$ cat src/rtl/streamer_pkg.sv
/* Stream ids, address generator states, per-stream configuration
   and the control and busy flag bundles of the streamer */
package streamer_pkg;

  localparam int unsigned ADDR_W = 32;

  // Stream index, also used to tag grants on the shared port
  typedef enum logic [1:0] {
    SRC_X = 2'd0,
    SRC_W = 2'd1,
    SRC_Y = 2'd2,
    SNK_Z = 2'd3
  } stream_id_e;

  typedef enum logic {
    AGEN_IDLE = 1'b0,
    AGEN_RUN  = 1'b1
  } agen_state_e;

  typedef struct packed {
    logic [ADDR_W-1:0] base;
    logic [15:0]       stride;  // in bytes
    logic [15:0]       count;   // in words
    logic              start;
  } stream_cfg_t;

  typedef struct packed {
    stream_cfg_t x;
    stream_cfg_t w;
    stream_cfg_t y;
    stream_cfg_t z;
  } streamer_ctrl_t;

  typedef struct packed {
    logic x_busy;
    logic w_busy;
    logic y_busy;
    logic z_busy;
  } streamer_flags_t;

endpackage

$ cat src/rtl/tcdm_pkg.sv
/* Request and response bundles of the shared TCDM memory port */
package tcdm_pkg;

  localparam int unsigned DATA_W = 32;

  // Held by the initiator until gnt is seen
  typedef struct packed {
    logic                req;
    logic [31:0]         addr;
    logic                wen;   // 1 means write
    logic [DATA_W-1:0]   data;
    logic [DATA_W/8-1:0] be;
  } tcdm_req_t;

  // r_valid follows a read grant by exactly one cycle
  typedef struct packed {
    logic              gnt;
    logic              r_valid;
    logic [DATA_W-1:0] r_data;
  } tcdm_rsp_t;

endpackage

$ cat src/rtl/stream_addr_gen.sv
/* Base-plus-stride address sequencer with word counter and busy state */
`timescale 1ns/1ps

module stream_addr_gen
  import streamer_pkg::*;
(
  input  logic              clk_i,
  input  logic              rst_i,
  input  stream_cfg_t       cfg_i,
  output logic [ADDR_W-1:0] addr_o,
  output logic              valid_o,
  input  logic              accept_i,
  output logic              last_o,
  output logic              busy_o
);

  agen_state_e       state_q;
  logic [ADDR_W-1:0] addr_q;
  logic [15:0]       stride_q;
  logic [15:0]       remain_q;

  // A zero word count never leaves idle
  always_ff @(posedge clk_i) begin
    if (rst_i) begin
      state_q  <= AGEN_IDLE;
      remain_q <= '0;
    end else begin
      case (state_q)
        AGEN_IDLE: begin
          if (cfg_i.start && (cfg_i.count != '0)) begin
            state_q  <= AGEN_RUN;
            remain_q <= cfg_i.count;
          end
        end
        AGEN_RUN: begin
          if (accept_i) begin
            remain_q <= remain_q - 16'd1;
            if (remain_q == 16'd1) begin
              state_q <= AGEN_IDLE;
            end
          end
        end
      endcase
    end
  end

  always_ff @(posedge clk_i) begin
    if ((state_q == AGEN_IDLE) && cfg_i.start) begin
      addr_q   <= cfg_i.base;
      stride_q <= cfg_i.stride;
    end else if (valid_o && accept_i) begin
      addr_q <= addr_q + ADDR_W'(stride_q);
    end
  end

  assign addr_o  = addr_q;
  assign valid_o = (state_q == AGEN_RUN);
  assign last_o  = valid_o && (remain_q == 16'd1);
  assign busy_o  = (state_q == AGEN_RUN);

endmodule

$ cat src/rtl/stream_sink.sv
/* Store stream: incoming Z stream, two-entry store FIFO, address
   generator and write requests */
`timescale 1ns/1ps

module stream_sink
  import streamer_pkg::*;
  import tcdm_pkg::*;
(
  input  logic              clk_i,
  input  logic              rst_i,
  input  stream_cfg_t       cfg_i,
  input  logic              stream_valid_i,
  input  logic [DATA_W-1:0] stream_data_i,
  output logic              stream_ready_o,
  output tcdm_req_t         req_o,
  input  logic              gnt_i,
  output logic              busy_o
);

  logic [ADDR_W-1:0] agen_addr;
  logic              agen_valid;
  logic              agen_busy;
  logic [DATA_W-1:0] fifo_q [2];
  logic              wr_ptr_q;
  logic              rd_ptr_q;
  logic [1:0]        cnt_q;
  logic              push;
  logic              pop;

  stream_addr_gen i_addr_gen (
    .clk_i    ( clk_i      ),
    .rst_i    ( rst_i      ),
    .cfg_i    ( cfg_i      ),
    .addr_o   ( agen_addr  ),
    .valid_o  ( agen_valid ),
    .accept_i ( pop        ),
    .last_o   (            ),
    .busy_o   ( agen_busy  )
  );

  // Only a full FIFO holds the Z stream back
  assign stream_ready_o = (cnt_q != 2'd2);
  assign push           = stream_valid_i && stream_ready_o;
  assign pop            = req_o.req && gnt_i;

  always_comb begin
    req_o      = '0;
    req_o.req  = agen_valid && (cnt_q != 2'd0);
    req_o.addr = agen_addr;
    req_o.wen  = 1'b1;
    req_o.data = fifo_q[rd_ptr_q];
    req_o.be   = '1;
  end

  always_ff @(posedge clk_i) begin
    if (rst_i) begin
      wr_ptr_q <= 1'b0;
      rd_ptr_q <= 1'b0;
      cnt_q    <= 2'd0;
    end else begin
      cnt_q <= cnt_q + 2'(push) - 2'(pop);
      if (push) begin
        wr_ptr_q <= !wr_ptr_q;
      end
      if (pop) begin
        rd_ptr_q <= !rd_ptr_q;
      end
    end
  end

  always_ff @(posedge clk_i) begin
    if (push) begin
      fifo_q[wr_ptr_q] <= stream_data_i;
    end
  end

  // Address generator stays busy until the last write is granted
  assign busy_o = agen_busy;

endmodule

$ cat src/rtl/stream_source.sv
/* Load stream: address generator, credit-limited reads, response FIFO
   with last flags and the outgoing valid/ready stream */
`timescale 1ns/1ps

module stream_source
  import streamer_pkg::*;
  import tcdm_pkg::*;
#(
  parameter int unsigned LOAD_FIFO_DEPTH = 4
)(
  input  logic              clk_i,
  input  logic              rst_i,
  input  stream_cfg_t       cfg_i,
  output tcdm_req_t         req_o,
  input  logic              gnt_i,
  input  logic              r_valid_i,
  input  logic [DATA_W-1:0] r_data_i,
  output logic              stream_valid_o,
  output logic [DATA_W-1:0] stream_data_o,
  output logic              stream_last_o,
  input  logic              stream_ready_i,
  output logic              busy_o
);

  localparam int unsigned PTR_W = $clog2(LOAD_FIFO_DEPTH);
  localparam int unsigned CNT_W = $clog2(LOAD_FIFO_DEPTH + 1);

  stream_cfg_t       agen_cfg;
  logic [ADDR_W-1:0] agen_addr;
  logic              agen_valid;
  logic              agen_last;
  logic [DATA_W-1:0] fifo_data_q [LOAD_FIFO_DEPTH];
  logic              fifo_last_q [LOAD_FIFO_DEPTH];
  logic [PTR_W-1:0]  wr_ptr_q;
  logic [PTR_W-1:0]  rd_ptr_q;
  logic [CNT_W-1:0]  fifo_cnt_q;
  logic [CNT_W-1:0]  out_cnt_q;
  logic [CNT_W:0]    pending;
  logic              rd_grant;
  logic              rd_last_q;
  logic              pop;
  logic              run_q;

  function automatic logic [PTR_W-1:0] ptr_inc(input logic [PTR_W-1:0] ptr);
    if (ptr == PTR_W'(LOAD_FIFO_DEPTH - 1)) begin
      return '0;
    end
    return ptr + 1'b1;
  endfunction

  // A new run is only accepted once the previous one has drained
  always_comb begin
    agen_cfg       = cfg_i;
    agen_cfg.start = cfg_i.start && !run_q;
  end

  stream_addr_gen i_addr_gen (
    .clk_i    ( clk_i      ),
    .rst_i    ( rst_i      ),
    .cfg_i    ( agen_cfg   ),
    .addr_o   ( agen_addr  ),
    .valid_o  ( agen_valid ),
    .accept_i ( rd_grant   ),
    .last_o   ( agen_last  ),
    .busy_o   (            )
  );

  // Reads in flight plus stored words never exceed the FIFO depth
  assign pending = {1'b0, out_cnt_q} + {1'b0, fifo_cnt_q};

  always_comb begin
    req_o      = '0;
    req_o.req  = agen_valid && (pending < (CNT_W + 1)'(LOAD_FIFO_DEPTH));
    req_o.addr = agen_addr;
    req_o.wen  = 1'b0;
    req_o.be   = '1;
  end

  assign rd_grant = req_o.req && gnt_i;
  assign pop      = stream_valid_o && stream_ready_i;

  always_ff @(posedge clk_i) begin
    if (rst_i) begin
      out_cnt_q  <= '0;
      fifo_cnt_q <= '0;
      wr_ptr_q   <= '0;
      rd_ptr_q   <= '0;
      run_q      <= 1'b0;
    end else begin
      out_cnt_q  <= out_cnt_q + CNT_W'(rd_grant) - CNT_W'(r_valid_i);
      fifo_cnt_q <= fifo_cnt_q + CNT_W'(r_valid_i) - CNT_W'(pop);
      if (r_valid_i) begin
        wr_ptr_q <= ptr_inc(wr_ptr_q);
      end
      if (pop) begin
        rd_ptr_q <= ptr_inc(rd_ptr_q);
      end
      if (cfg_i.start && !run_q && (cfg_i.count != '0)) begin
        run_q <= 1'b1;
      end else if (pop && stream_last_o) begin
        run_q <= 1'b0;
      end
    end
  end

  // Response comes one cycle after the grant, so one tag register is enough
  always_ff @(posedge clk_i) begin
    if (rd_grant) begin
      rd_last_q <= agen_last;
    end
    if (r_valid_i) begin
      fifo_data_q[wr_ptr_q] <= r_data_i;
      fifo_last_q[wr_ptr_q] <= rd_last_q;
    end
  end

  assign stream_valid_o = (fifo_cnt_q != '0);
  assign stream_data_o  = fifo_data_q[rd_ptr_q];
  assign stream_last_o  = fifo_last_q[rd_ptr_q];
  assign busy_o         = run_q;

endmodule

$ cat src/rtl/streamer_top.sv
/* Streamer top: three load sources, one store sink, shared port arbiter */
`timescale 1ns/1ps

module streamer_top
  import streamer_pkg::*;
  import tcdm_pkg::*;
#(
  parameter int unsigned LOAD_FIFO_DEPTH = 4
)(
  input  logic              clk_i,
  input  logic              rst_i,
  input  streamer_ctrl_t    ctrl_i,
  output streamer_flags_t   flags_o,
  output tcdm_req_t         tcdm_req_o,
  input  tcdm_rsp_t         tcdm_rsp_i,
  output logic              x_stream_valid_o,
  output logic [DATA_W-1:0] x_stream_data_o,
  output logic              x_stream_last_o,
  input  logic              x_stream_ready_i,
  output logic              w_stream_valid_o,
  output logic [DATA_W-1:0] w_stream_data_o,
  output logic              w_stream_last_o,
  input  logic              w_stream_ready_i,
  output logic              y_stream_valid_o,
  output logic [DATA_W-1:0] y_stream_data_o,
  output logic              y_stream_last_o,
  input  logic              y_stream_ready_i,
  input  logic              z_stream_valid_i,
  input  logic [DATA_W-1:0] z_stream_data_i,
  output logic              z_stream_ready_o
);

  tcdm_req_t [2:0]   src_req;
  tcdm_req_t         snk_req;
  logic [2:0]        src_gnt;
  logic [2:0]        src_r_valid;
  logic              snk_gnt;
  logic [DATA_W-1:0] r_data;

  stream_source #(.LOAD_FIFO_DEPTH(LOAD_FIFO_DEPTH)) i_x_source (
    .clk_i (clk_i), .rst_i (rst_i), .cfg_i (ctrl_i.x),
    .req_o (src_req[SRC_X]), .gnt_i (src_gnt[SRC_X]),
    .r_valid_i (src_r_valid[SRC_X]), .r_data_i (r_data),
    .stream_valid_o (x_stream_valid_o), .stream_data_o (x_stream_data_o),
    .stream_last_o (x_stream_last_o), .stream_ready_i (x_stream_ready_i),
    .busy_o (flags_o.x_busy)
  );

  stream_source #(.LOAD_FIFO_DEPTH(LOAD_FIFO_DEPTH)) i_w_source (
    .clk_i (clk_i), .rst_i (rst_i), .cfg_i (ctrl_i.w),
    .req_o (src_req[SRC_W]), .gnt_i (src_gnt[SRC_W]),
    .r_valid_i (src_r_valid[SRC_W]), .r_data_i (r_data),
    .stream_valid_o (w_stream_valid_o), .stream_data_o (w_stream_data_o),
    .stream_last_o (w_stream_last_o), .stream_ready_i (w_stream_ready_i),
    .busy_o (flags_o.w_busy)
  );

  stream_source #(.LOAD_FIFO_DEPTH(LOAD_FIFO_DEPTH)) i_y_source (
    .clk_i (clk_i), .rst_i (rst_i), .cfg_i (ctrl_i.y),
    .req_o (src_req[SRC_Y]), .gnt_i (src_gnt[SRC_Y]),
    .r_valid_i (src_r_valid[SRC_Y]), .r_data_i (r_data),
    .stream_valid_o (y_stream_valid_o), .stream_data_o (y_stream_data_o),
    .stream_last_o (y_stream_last_o), .stream_ready_i (y_stream_ready_i),
    .busy_o (flags_o.y_busy)
  );

  stream_sink i_z_sink (
    .clk_i (clk_i), .rst_i (rst_i), .cfg_i (ctrl_i.z),
    .stream_valid_i (z_stream_valid_i), .stream_data_i (z_stream_data_i),
    .stream_ready_o (z_stream_ready_o),
    .req_o (snk_req), .gnt_i (snk_gnt), .busy_o (flags_o.z_busy)
  );

  tcdm_port_arbiter i_arbiter (
    .clk_i (clk_i), .rst_i (rst_i),
    .src_req_i (src_req), .snk_req_i (snk_req),
    .src_gnt_o (src_gnt), .snk_gnt_o (snk_gnt),
    .src_r_valid_o (src_r_valid), .r_data_o (r_data),
    .tcdm_req_o (tcdm_req_o), .tcdm_rsp_i (tcdm_rsp_i)
  );

endmodule

$ cat src/rtl/tcdm_port_arbiter.sv
/* Shared TCDM port arbiter: Z over Y, round-robin among X, W and Y/Z,
   and read response steering by registered id */
`timescale 1ns/1ps

module tcdm_port_arbiter
  import streamer_pkg::*;
  import tcdm_pkg::*;
(
  input  logic              clk_i,
  input  logic              rst_i,
  input  tcdm_req_t [2:0]   src_req_i,
  input  tcdm_req_t         snk_req_i,
  output logic [2:0]        src_gnt_o,
  output logic              snk_gnt_o,
  output logic [2:0]        src_r_valid_o,
  output logic [DATA_W-1:0] r_data_o,
  output tcdm_req_t         tcdm_req_o,
  input  tcdm_rsp_t         tcdm_rsp_i
);

  stream_id_e yz_id;
  stream_id_e arb_id;
  stream_id_e cur_id;
  stream_id_e lock_id_q;
  stream_id_e rd_id_q;
  logic [2:0] grp_req;
  logic [1:0] rr_q;
  logic [1:0] win_grp;
  logic [1:0] cur_grp;
  logic       lock_q;
  logic       granted;

  // First stage, Z always beats Y
  assign yz_id   = snk_req_i.req ? SNK_Z : SRC_Y;
  assign grp_req = {snk_req_i.req | src_req_i[SRC_Y].req,
                    src_req_i[SRC_W].req,
                    src_req_i[SRC_X].req};

  // Second stage, first requester at or after the pointer
  always_comb begin
    int unsigned cand;
    win_grp = rr_q;
    for (int k = 2; k >= 0; k--) begin
      cand = rr_q + k;
      if (cand > 2) begin
        cand = cand - 3;
      end
      if (grp_req[cand]) begin
        win_grp = 2'(cand);
      end
    end
  end

  always_comb begin
    case (win_grp)
      2'd0:    arb_id = SRC_X;
      2'd1:    arb_id = SRC_W;
      default: arb_id = yz_id;
    endcase
  end

  // A presented request is held until granted, keeping the port stable
  assign cur_id  = lock_q ? lock_id_q : arb_id;
  assign cur_grp = (cur_id == SNK_Z) ? 2'd2 : 2'(cur_id);

  always_comb begin
    case (cur_id)
      SRC_X:   tcdm_req_o = src_req_i[0];
      SRC_W:   tcdm_req_o = src_req_i[1];
      SRC_Y:   tcdm_req_o = src_req_i[2];
      default: tcdm_req_o = snk_req_i;
    endcase
  end

  assign granted = tcdm_req_o.req && tcdm_rsp_i.gnt;

  always_comb begin
    for (int i = 0; i < 3; i++) begin
      src_gnt_o[i]     = granted && (cur_id == stream_id_e'(i));
      src_r_valid_o[i] = tcdm_rsp_i.r_valid && (rd_id_q == stream_id_e'(i));
    end
    snk_gnt_o = granted && (cur_id == SNK_Z);
  end

  assign r_data_o = tcdm_rsp_i.r_data;

  always_ff @(posedge clk_i) begin
    if (rst_i) begin
      rr_q      <= 2'd0;
      lock_q    <= 1'b0;
      lock_id_q <= SRC_X;
      rd_id_q   <= SNK_Z;
    end else begin
      if (granted) begin
        rr_q   <= (cur_grp == 2'd2) ? 2'd0 : cur_grp + 2'd1;
        lock_q <= 1'b0;
        if (!tcdm_req_o.wen) begin
          rd_id_q <= cur_id;
        end
      end else if (tcdm_req_o.req) begin
        lock_q    <= 1'b1;
        lock_id_q <= cur_id;
      end
    end
  end

endmodule

$ cat config.mk
export PLATFORM = sky130hd
export DESIGN_NAME = streamer_top
export DESIGN_NICKNAME = d
export VERILOG_FILES = /design/src/rtl/streamer_pkg.sv /design/src/rtl/tcdm_pkg.sv /design/src/rtl/stream_addr_gen.sv /design/src/rtl/stream_sink.sv /design/src/rtl/stream_source.sv /design/src/rtl/streamer_top.sv /design/src/rtl/tcdm_port_arbiter.sv
export SDC_FILE = /design/constraint.sdc
export NUM_CORES = 1
export LEC_CHECK = 0
export ABC_CLOCK_PERIOD_IN_PS = 4650
export BUFFER_PORTS_ARGS = -buffer_cell sky130_fd_sc_hd__buf_2
export CORE_UTILIZATION = 58
export DETAILED_ROUTE_END_ITERATION = 8
export GPL_ROUTABILITY_DRIVEN = 0
export PLACE_DENSITY = 0.81
export SLEW_MARGIN = 20
export SYNTH_ARGS = -nofsm -noshare
export SYNTH_HDL_FRONTEND = slang
export SYNTH_SLANG_ARGS = --single-unit
export TNS_END_PERCENT = 1
$ cat constraint.sdc
create_clock -name clk_i -period 4.65 [get_ports clk_i]
set_input_delay 0.93 -clock clk_i [delete_from_list [all_inputs] [get_ports clk_i]]
set_output_delay 0.93 -clock clk_i [all_outputs]
set_load 0.02 [all_outputs]
Yosys cells after proc, flatten, opt, wreduce, memory -nomap -nowiden

Memories as Yosys holds them, arrays and structs flattened. A register that Yosys moved wholly into a read port is not among the register bits.
Cells that the tools add are included.

Bits in registers: 307
RAM bits: 460
Input port bits: 332
Output and inout port bits: 177
Memories kept: 7

Add/subtract/negate cells: 37
$lt $le $gt $ge: 9
Equality and inequality tests: 26
Mux-type cells: 112
Bitwise operators: 7
Reductions and logical operators: 71

Memories:

| name                   | depth | width | read ports | clocked after Yosys merged registers in | wr ports | RTL line            | source |
|---|---|---|---|---|---|---|---|
| i_w_source.fifo_data_q | 4     | 32    | 1          | 1                                       | 1        | stream_source.sv:32 | `logic [DATA_W-1:0] fifo_data_q [LOAD_FIFO_DEPTH];` |
| i_x_source.fifo_data_q | 4     | 32    | 1          | 1                                       | 1        | stream_source.sv:32 |  |
| i_y_source.fifo_data_q | 4     | 32    | 1          | 1                                       | 1        | stream_source.sv:32 |  |
| i_z_sink.fifo_q        | 2     | 32    | 1          | 1                                       | 1        | stream_sink.sv:23   | `logic [DATA_W-1:0] fifo_q [2];` |
| i_w_source.fifo_last_q | 4     | 1     | 1          | 1                                       | 1        | stream_source.sv:33 | `logic fifo_last_q [LOAD_FIFO_DEPTH];` |
| i_x_source.fifo_last_q | 4     | 1     | 1          | 1                                       | 1        | stream_source.sv:33 |  |
| +1 memories            | -     | -     | -          | -                                       | -        | -                   |  |

Operators by type and width:

| cell                  | number |
|---|---|
| $mux 32               | 11 |
| $pmux 70 s3           | 1 |
| $add 32x16->32        | 4 |
| $mux 16               | 8 |
| $pmux 16 s2           | 4 |
| $lt 32x3->1 const B   | 3 |
| $eq 16x1->1 const B   | 4 |
| $gt 32x2->1 const B   | 2 |
| $reduce_bool 16->1    | 4 |
| $sub 16x1->16 const B | 4 |
| $sub 32x2->32 const B | 2 |
| $mux 2                | 30 |
| $mux 1                | 50 |
| $logic_and 1x1->1     | 41 |
| $eq 2x2->1 const B    | 10 |
| $add 3x1->3           | 6 |
| $sub 3x1->3           | 6 |
| $reduce_bool 2->1     | 8 |
| $add 2x1->2 const B   | 7 |
| $add 3x3->4           | 3 |
| $lt 4x3->1 const B    | 3 |
| $ne 2x2->1 const B    | 6 |
| $reduce_and 2->1      | 6 |
| $reduce_bool 3->1     | 3 |
| other kinds (16)      | 36 |

Depth between registers and ports, before layout

Gate-level depths: netlist (run 1).

Word-level depth: 20
Gate-level depth with buffers: 18

Hierarchy

From an unflattened synthesis (run 1), not the netlist that was laid out.

Cell total of the unflattened synthesis: 3304
Area, all modules: 38799.7 µm²

Modules (own cells, without submodules):

| module                         | instances | cells an instance | area an instance (µm²) |
|---|---|---|---|
| stream_addr_gen                | 4         | 428               | 3880.0 |
| stream_source (i_w_source ...) | 2         | 288               | 5801.8 |
| stream_source (i_y_source)     | 1         | 290               | 5789.3 |
| tcdm_port_arbiter              | 1         | 595               | 3161.8 |
| stream_sink                    | 1         | 131               | 2725.1 |

Worst setup path before layout (run 1)

OpenSTA, ideal clock, no wires.

Path kind: register to register
Start point: register i_y_source.out_cnt_q[2]
End point: register i_x_source.i_addr_gen.addr_q[0] (netlist: i_x_source.i_addr_gen.addr_o[0]) (enable)
Arrival: 3.637 ns
Setup slack: 0.547 ns
Cell stages (with the launch flop): 10
Path buffers: 1
Cell sequence: dfxtp_1 ha_1 or4b_1 o21a_1 o311ai_1 o2111ai_1 o2111a_1 or4_1 clkbuf_2 o21ai_0

Cells in the longest elaborated chain, start to end: 19
Elaborated cells between the ends (all ways): 26

RTL lines:

| element                                              | RTL line                | source |
|---|---|---|
| start: declaration                                   | stream_source.sv:37     | `logic [CNT_W-1:0] out_cnt_q;` |
| start signal: assignment                             | stream_source.sv:90     | `out_cnt_q <= out_cnt_q + CNT_W'(rd_grant) - CNT_W'(r_valid_i);` |
| $add 3x3->4 *                                        | stream_source.sv:69     | `assign pending = {1'b0, out_cnt_q} + {1'b0, fifo_cnt_q};` |
| $lt 4x3->1 *                                         | stream_source.sv:73     | `req_o.req = agen_valid && (pending < (CNT_W + 1)'(LOAD_FIFO_DEPTH));` |
| $logic_and 1x1->1 *                                  | stream_source.sv:73     |  |
| $or 1x1->1                                           | tcdm_port_arbiter.sv:35 | `assign grp_req = {snk_req_i.req \| src_req_i[SRC_Y].req,` |
| $bmux 1 s2                                           | tcdm_port_arbiter.sv:48 | `if (grp_req[cand]) begin` |
| $mux 1 (implied by the code)                         | tcdm_port_arbiter.sv:48 |  |
| $mux 2 (3 in series)                                 | tcdm_port_arbiter.sv:48 |  |
| $eq 2x1->1 / $logic_not 2->1 (equally long branches) | tcdm_port_arbiter.sv:55 | `case (win_grp)` |
| $pmux 2 s2                                           | tcdm_port_arbiter.sv:55 |  |
| $mux 2                                               | tcdm_port_arbiter.sv:63 | `assign cur_id = lock_q ? lock_id_q : arb_id;` |
| $eq 2x2->1, or another cell as far along             | tcdm_port_arbiter.sv:67 | `case (cur_id)` |
| $pmux 70 s3                                          | tcdm_port_arbiter.sv:67 |  |
| $logic_and 1x1->1                                    | tcdm_port_arbiter.sv:75 | `assign granted = tcdm_req_o.req && tcdm_rsp_i.gnt;` |
| $logic_and 1x1->1 *                                  | tcdm_port_arbiter.sv:79 | `src_gnt_o[i] = granted && (cur_id == stream_id_e'(i));` |
| $logic_and 1x1->1 *                                  | stream_source.sv:79     | `assign rd_grant = req_o.req && gnt_i;` |
| $logic_and 1x1->1 *                                  | stream_addr_gen.sv:51   | `end else if (valid_o && accept_i) begin` |
| $reduce_bool 2->1 (no source line) *                 | -                       |  |
| end signal: assignment                               | stream_addr_gen.sv:49   | `addr_q <= cfg_i.base;` |
| end signal: assignment                               | stream_addr_gen.sv:52   | `addr_q <= addr_q + ADDR_W'(stride_q);` |
| end: declaration                                     | stream_addr_gen.sv:18   | `logic [ADDR_W-1:0] addr_q;` |

Every way passes the cells marked *; elsewhere a longest branch is shown, timed or not. The select of a mux whose other input is x is not followed.
A chain may end at the register's enable or synchronous reset.

==> results of run 1 <==
-- sequential cells by signal, indices dropped and copies added (netlist names), 32 cells and up, named ones only --
signal	cells
i_w_source.fifo_data_q	128
i_x_source.fifo_data_q	128
i_y_source.fifo_data_q	128
i_z_sink.fifo_q	64
i_w_source.i_addr_gen.addr_o	32
i_x_source.i_addr_gen.addr_o	32
i_y_source.i_addr_gen.addr_o	32
i_z_sink.i_addr_gen.addr_o	32
-- worst paths after layout --
path	start	endpoint	slack, ns
worst min register to register	i_x_source.i_addr_gen.remain_q[9]$_SDFFE_PP0P_	i_x_source.i_addr_gen.remain_q[9]$_SDFFE_PP0P_	0.46
worst max-delay path	i_y_source.out_cnt_q[2]$_SDFF_PP0_	tcdm_req_o[38]	-0.02
worst min-delay path	i_x_source.i_addr_gen.remain_q[9]$_SDFFE_PP0P_	i_x_source.i_addr_gen.remain_q[9]$_SDFFE_PP0P_	0.46
worst max register to register	i_y_source.out_cnt_q[2]$_SDFF_PP0_	i_x_source.out_cnt_q[2]$_SDFF_PP0_	0.49
-- logic make-up after synthesis --
group           count (synthesis)
flops                         774
mux                           186
xor+xnor                      129
buf+inv                       223
other cells                     1
simple gates                  713
compound gates                518
fa+ha+maj                     119
-- through the flow --
step	util [%]	std cells	power, mW	setup WS (ns)	TNS [ns]
floorplan	-	2666	12.9	0.547	0
global placement	64.3	3861	14.7	0.408	0
detailed placement	64.3	3861	14.9	0.244	0
CTS	68.7	4009	21.3	0.00197	0
global route	69.1	4037	22.2	-0.0904	-2.21
finish	69.1	4041	21.4	-0.0222	-0.0222
-- power groups by stage --
| stage | clock network, mW | registers [mW] | logic (mW) |
|---|---|---|---|
| global placement | 0 | 8.98 | 5.68 |
| global route | 6.64 | 8.95 | 6.63 |
| floorplan | 0 | 8.60 | 4.30 |
| detailed placement | 0 | 9.01 | 5.89 |
| CTS | 6.40 | 8.88 | 6.03 |
| finish | 6.34 | 8.91 | 6.18 |
-- tightest hold or removal path, delay by kind of cell (launching register included) --
kind / cells / cell delay, ns
flops: 1 / 0.31
compound gates: 1 / 0.05
simple gates: 1 / 0.05
-- cells in the final DEF (no fill, tap or decap), types with 18 or more instances in the layout --
master	netlist	routed
nand3_1	37	37
and3_1	29	29
diode_2	0	28
clkbuf_1	92	19
buf_4	9	35
nor3_1	57	57
nor2b_1	23	22
nand2_1	249	248
clkbuf_16	0	82
buf_2	7	499
edfxtp_1	655	655
mux2i_1	46	45
mux4_2	131	131
nor4_1	27	26
xor2_1	74	74
dfxtp_1	119	108
o21ai_0	191	190
nand4_1	23	23
a21o_1	18	18
nor2_1	170	168
inv_1	96	95
xnor2_1	55	55
a21oi_1	140	140
o211ai_1	24	24
ha_1	109	109
-- per-layer routing --
layer,part of all wire [%],wire [um],global-route usage [%]
met5,0.15,148,0
met4,4.4,4380,13.6
met3,11,10800,8.67
met2,48,48300,51.5
met1,36,36000,38.8
-- layout make-up --
type / count / area share (%)
diodes: 28 / 0.167
clock inverters: 37 / 0.888
clock buffers: 106 / 5.24
multi-input cells: 1669 / 30.7
flip-flops and latches: 774 / 52.7
well taps: 782 / 2.34
inverters: 99 / 0.888
repair buffers: 546 / 7.02
-- timing repair --
item                                    4_1_cts  5_1_grt
endpoints found under the setup margin       66       66
pin swaps                                     2        8
setup buffers                                 5        2
cloned                                        0        0
resized for setup                            10       26
==> results.toml, run 1 <==
[cts]
holdBufCountCts = 0
worst_skew_pair.late_latency_ns = 0.63
cts_htree_levels = 3
cts_tree = "done"
cts.clk_slew.worst_paths_ns = 0.06
max-clock-path-buffers = 3
cts_buffers = 81
ctsRootBufferMaster = "clkbuf_16"
clock_sinks = 774

[die]
row_count = 90
dieArea_um2 = 62500
die_h_um = 250
start_util_pct = 58.8
num_io_pins = 509
chipWidth_um = 250
core_um2 = 60600

[timing]
rsz0062_at_grt = "yes"
tightest_slew_ns = 1.10
slew_headroom_pct = 26.6
worst_slack_ns = -0.0222
setup_viol = 1
maxSlewViolCount = 0
fin_worst_skew_ns = 0.0275
min_period_ns = 4.67
hold_slack_ns = 0.464
hold_viol_final = 0
period_share_pct = 100
max_freq_mhz = 214

[setup_path]
cp_cell_sequence = "ha_1 -> or4b_4 -> buf_4 -> o21ai_0 -> a32o_2 -> a31o_2 -> a22o_4 -> or2_4 -> mux4_2 -> buf_2"
critical_path_class = "reg -> out"
critPathMaxFanout = 8
crit_slowest_cell = "mux4_2"
critPathTopFamily = "simple AND/OR/NAND/NOR gates"
cp.required_ns = 3.72
r2r_cells = 15
arrival_ns = 3.74
cp.depth = 10
critPathLaunchType = "flip-flop"
max_stage_delay_ns = 0.58
worst_setup_path_end_kind = "output pin"
cp_num_buf_inv = 2

[pwr]
clock_power_share_pct = 29.6
intPower_mw = 14.4
p_switching_mw = 6.99
p_per_area_nw_per_um2 = 512
switching_share_pct = 32.6
power_frac_seq_pct = 41.6
ir_drop_v = 0.000329
p_comb_share_pct = 28.8
cellLeakagePower_nw = 15.4

[routing]
first_iter_violations = 2781
antenna_left = 0
vias_per_cell = 6.30
wl_per_cell_um = 24.6
vias = 25448
drc_errors = 0
drt_first_pass_iters = 9
wl_mm = 99.6

[flow_run]
cap_viol_max_count = 0

[yosys]
synth_top_cells_by_count = "edfxtp_1, nand2_1, o21ai_0, nor2_1, a21oi_1"
postSynth.asyncResetShare_pct = 0
synth_mux_area_share_pct = 9.85
synth_top_family_by_area = "multiplexers"
synth_area_leaders = "edfxtp_1, mux4_2, dfxtp_1"
netlist_instances = 2663
ys_seq_area_share_pct = 61.9
yosysTopAreaCell = "edfxtp_1"
synth_edf_count = 655
syn_area_um2 = 35600
yosysMostFrequentCell = "edfxtp_1"
syn_area_per_cell_um2 = 13.4
ys.flop_type = "edfxtp_1"
yosys.area_share.simple_pct = 9.42
synthAdderAreaFrac_pct = 4.39
yosysTopAreaCellShare_pct = 55.2
ys_warn_count = 0
yosysUniqueCellTypes = 75
synth_compound_area_share_pct = 8.83
ys_ff_latch = 774
synth-xor-area-share_pct = 3.17

[global_routing]
grt_overflow = 0
grt_use_total_pct = 31.3
grt_first_pass_wirelength_mm = 147
antenna_found_initial = 42
grt_pass1_vias = 25025
grt_start_max_net_pins = 80

[cells_and_area]
final_area_um2 = 41800
fillers = 4084
fin_nets = 3622
drive_gt1_share_pct = 26.9
multiInputGateArea_um2 = 12900
ff_latch_area_um2 = 22100
area_delta_synth_final_pct = 17.4

[placement]
dpl-instance-area_um2 = 39000
dp_hpwl_mm = 67.3
port_buffers = 504

[run_status]
violations = "negative setup slack"
status = "finished, violations left"

[min_path]
hold_class = "reg -> reg"
holdPathStages = 2
(Power assumes the default switching activity.)
==> run 2: changes to the inputs <==
- SETUP_SLACK_MARGIN: default -> 0.5
==> results.toml, run 2 (same netlist as run 1, synthesis figures left out) <==
[routing]
wl_per_cell_um = 24.8
drc_errors = 0
vias = 25416
drt_first_pass_iters = 5
antenna_left = 0
wl_mm = 100
first_iter_violations = 2850
vias_per_cell = 6.28

[pwr]
cellLeakagePower_nw = 15.4
intPower_mw = 14.8
power_frac_seq_pct = 40.8
p_per_area_nw_per_um2 = 518
ir_drop_v = 0.000411
clock_power_share_pct = 29.1
switching_share_pct = 32.5
p_switching_mw = 7.12
p_comb_share_pct = 30.2

[setup_path]
cp.depth = 9
critPathTopFamily = "simple AND/OR/NAND/NOR gates"
critPathLaunchType = "flip-flop"
critPathMaxFanout = 5
max_stage_delay_ns = 0.60
cp.required_ns = 3.72
r2r_cells = 17
critical_path_class = "reg -> out"
crit_slowest_cell = "mux4_2"
arrival_ns = 3.66
worst_setup_path_end_kind = "output pin"
cp_cell_sequence = "ha_4 -> or4b_4 -> o21a_4 -> buf_4 -> o2111ai_2 -> o2111a_2 -> or2_4 -> mux4_2 -> buf_6"
cp_num_buf_inv = 2

[global_routing]
grt_first_pass_wirelength_mm = 148
antenna_found_initial = 43
grt_overflow = 0
grt_pass1_vias = 25090
grt_start_max_net_pins = 80
grt_use_total_pct = 31.5

[run_status]
status = "finished clean"

[cts]
cts_tree = "done"
holdBufCountCts = 0
worst_skew_pair.late_latency_ns = 0.63
max-clock-path-buffers = 3
ctsRootBufferMaster = "clkbuf_16"
clock_sinks = 774
cts_htree_levels = 3
cts.clk_slew.worst_paths_ns = 0.06
cts_buffers = 81

[timing]
period_share_pct = 98.8
maxSlewViolCount = 0
worst_slack_ns = 0.0551
rsz0062_at_grt = "yes"
hold_viol_final = 0
min_period_ns = 4.59
max_freq_mhz = 218
fin_worst_skew_ns = 0.0282
tightest_slew_ns = 1.10
slew_headroom_pct = 26.5
setup_viol = 0
fin_setup_tns_ns = 0
hold_slack_ns = 0.466

[min_path]
hold_class = "reg -> reg"
holdPathStages = 2

[cells_and_area]
drive_gt1_share_pct = 27.6
area_delta_synth_final_pct = 18.4
final_common_cell = "edfxtp_1"
fin_nets = 3628
final_cell_mix = "edfxtp_1, buf_2, nand2_1"
fillers = 4027
reg_top3 = "i_w_source.fifo_data_q: 128 flops, i_x_source.fifo_data_q: 128 flops, i_y_source.fifo_data_q: 128 flops"
stdcell_count = 4048
final_area_um2 = 42200

[flow_run]
cap_viol_max_count = 0

[die]
num_io_pins = 509
core_um2 = 60600
start_util_pct = 58.8
row_count = 90
chipWidth_um = 250
die_h_um = 250
dieArea_um2 = 62500

[placement]
dpl-instance-area_um2 = 39000
dp_cells = 3861
place_ws_ns = 0.244
dp_hpwl_mm = 67.3
port_buffers = 504
[run 2: cell types whose count changed in the layout (fill, tap and decap cells not counted), sizes merged]
cell	delta
or2	+1
clkbuf	-1
buf	+6
clkinv	-1
clkinvlp	+1
diode	+1
[run 2: path summary, 6_finish.rpt]
check | slack (ns) | startpoint | endpoint
max | 0.06 | i_y_source.out_cnt_q[2]$_SDFF_PP0_ | tcdm_req_o[38]
min | 0.47 | i_x_source.i_addr_gen.remain_q[9]$_SDFFE_PP0P_ | i_x_source.i_addr_gen.remain_q[9]$_SDFFE_PP0P_
max reg2reg | 0.69 | i_y_source.out_cnt_q[2]$_SDFF_PP0_ | i_w_source.out_cnt_q[2]$_SDFF_PP0_
min reg2reg | 0.47 | i_x_source.i_addr_gen.remain_q[9]$_SDFFE_PP0P_ | i_x_source.i_addr_gen.remain_q[9]$_SDFFE_PP0P_
[run 2: final cells by class]
cell class	instances	area, um2	area share, %
sequential	774	22100	52.3
timing repair buffer	551	3170	7.52
clock inverter	37	372	0.881
multi-input combinational	1670	13000	30.7
tap	782	978	2.32
inverter	99	375	0.889
clock buffer	106	2190	5.19
antenna	29	72.6	0.172
[run 2: worst reg2reg max path: stages, from the launching register on]
cell and delay (ns):
dfxtp_2 0.33, ha_4 0.23, or4b_4 0.52, o21a_4 0.27, buf_4 0.14, o2111ai_2 0.18
o2111a_2 0.30, nor2_2 0.06, buf_6 0.15, buf_4 0.15, or2_2 0.33, inv_1 0.16
ha_1 0.17, inv_1 0.05, fa_1 0.38, xor2_1 0.16, xnor2_1 0.18, nor2_1 0.06
[run 2: through the flow]
step                      power (mW)  util [%]
after global placement          14.7      64.3
after detailed placement        14.9      64.3
after global routing            22.7      69.6
final                           21.9      69.7
after floorplan                 12.9         -
after CTS                       21.4      69.0
[run 2: power groups by stage]
stage / Clock (mW) / Combinational, mW / Sequential, mW
2_1_floorplan: 0 / 4.30 / 8.60
3_3_place_gp: 0 / 5.68 / 8.98
3_5_place_dp: 0 / 5.89 / 9.01
4_1_cts: 6.40 / 6.16 / 8.89
5_1_grt: 6.65 / 7.04 / 8.97
6_report: 6.36 / 6.60 / 8.92
[run 2: timing repair]
item                       4_1_cts  5_1_grt
gates resized for setup         44       80
setup endpoints to repair       67       67
gates cloned                     2        0
setup buffers                   10        1
pin swaps                       15        7
[run 2: layer usage]
| metal | share of wire [%] | routed length, um | vias up | GRT usage (%) |
|---|---|---|---|---|
| met1 | 36 | 36400 | 12452 | 39.5 |
| li1 | - | - | 11169 | - |
| met4 | 4.4 | 4440 | 24 | 14.2 |
| met5 | 0.15 | 149 | - | 0 |
| met3 | 11 | 10600 | 287 | 8.16 |
| met2 | 49 | 48900 | 1484 | 51.7 |
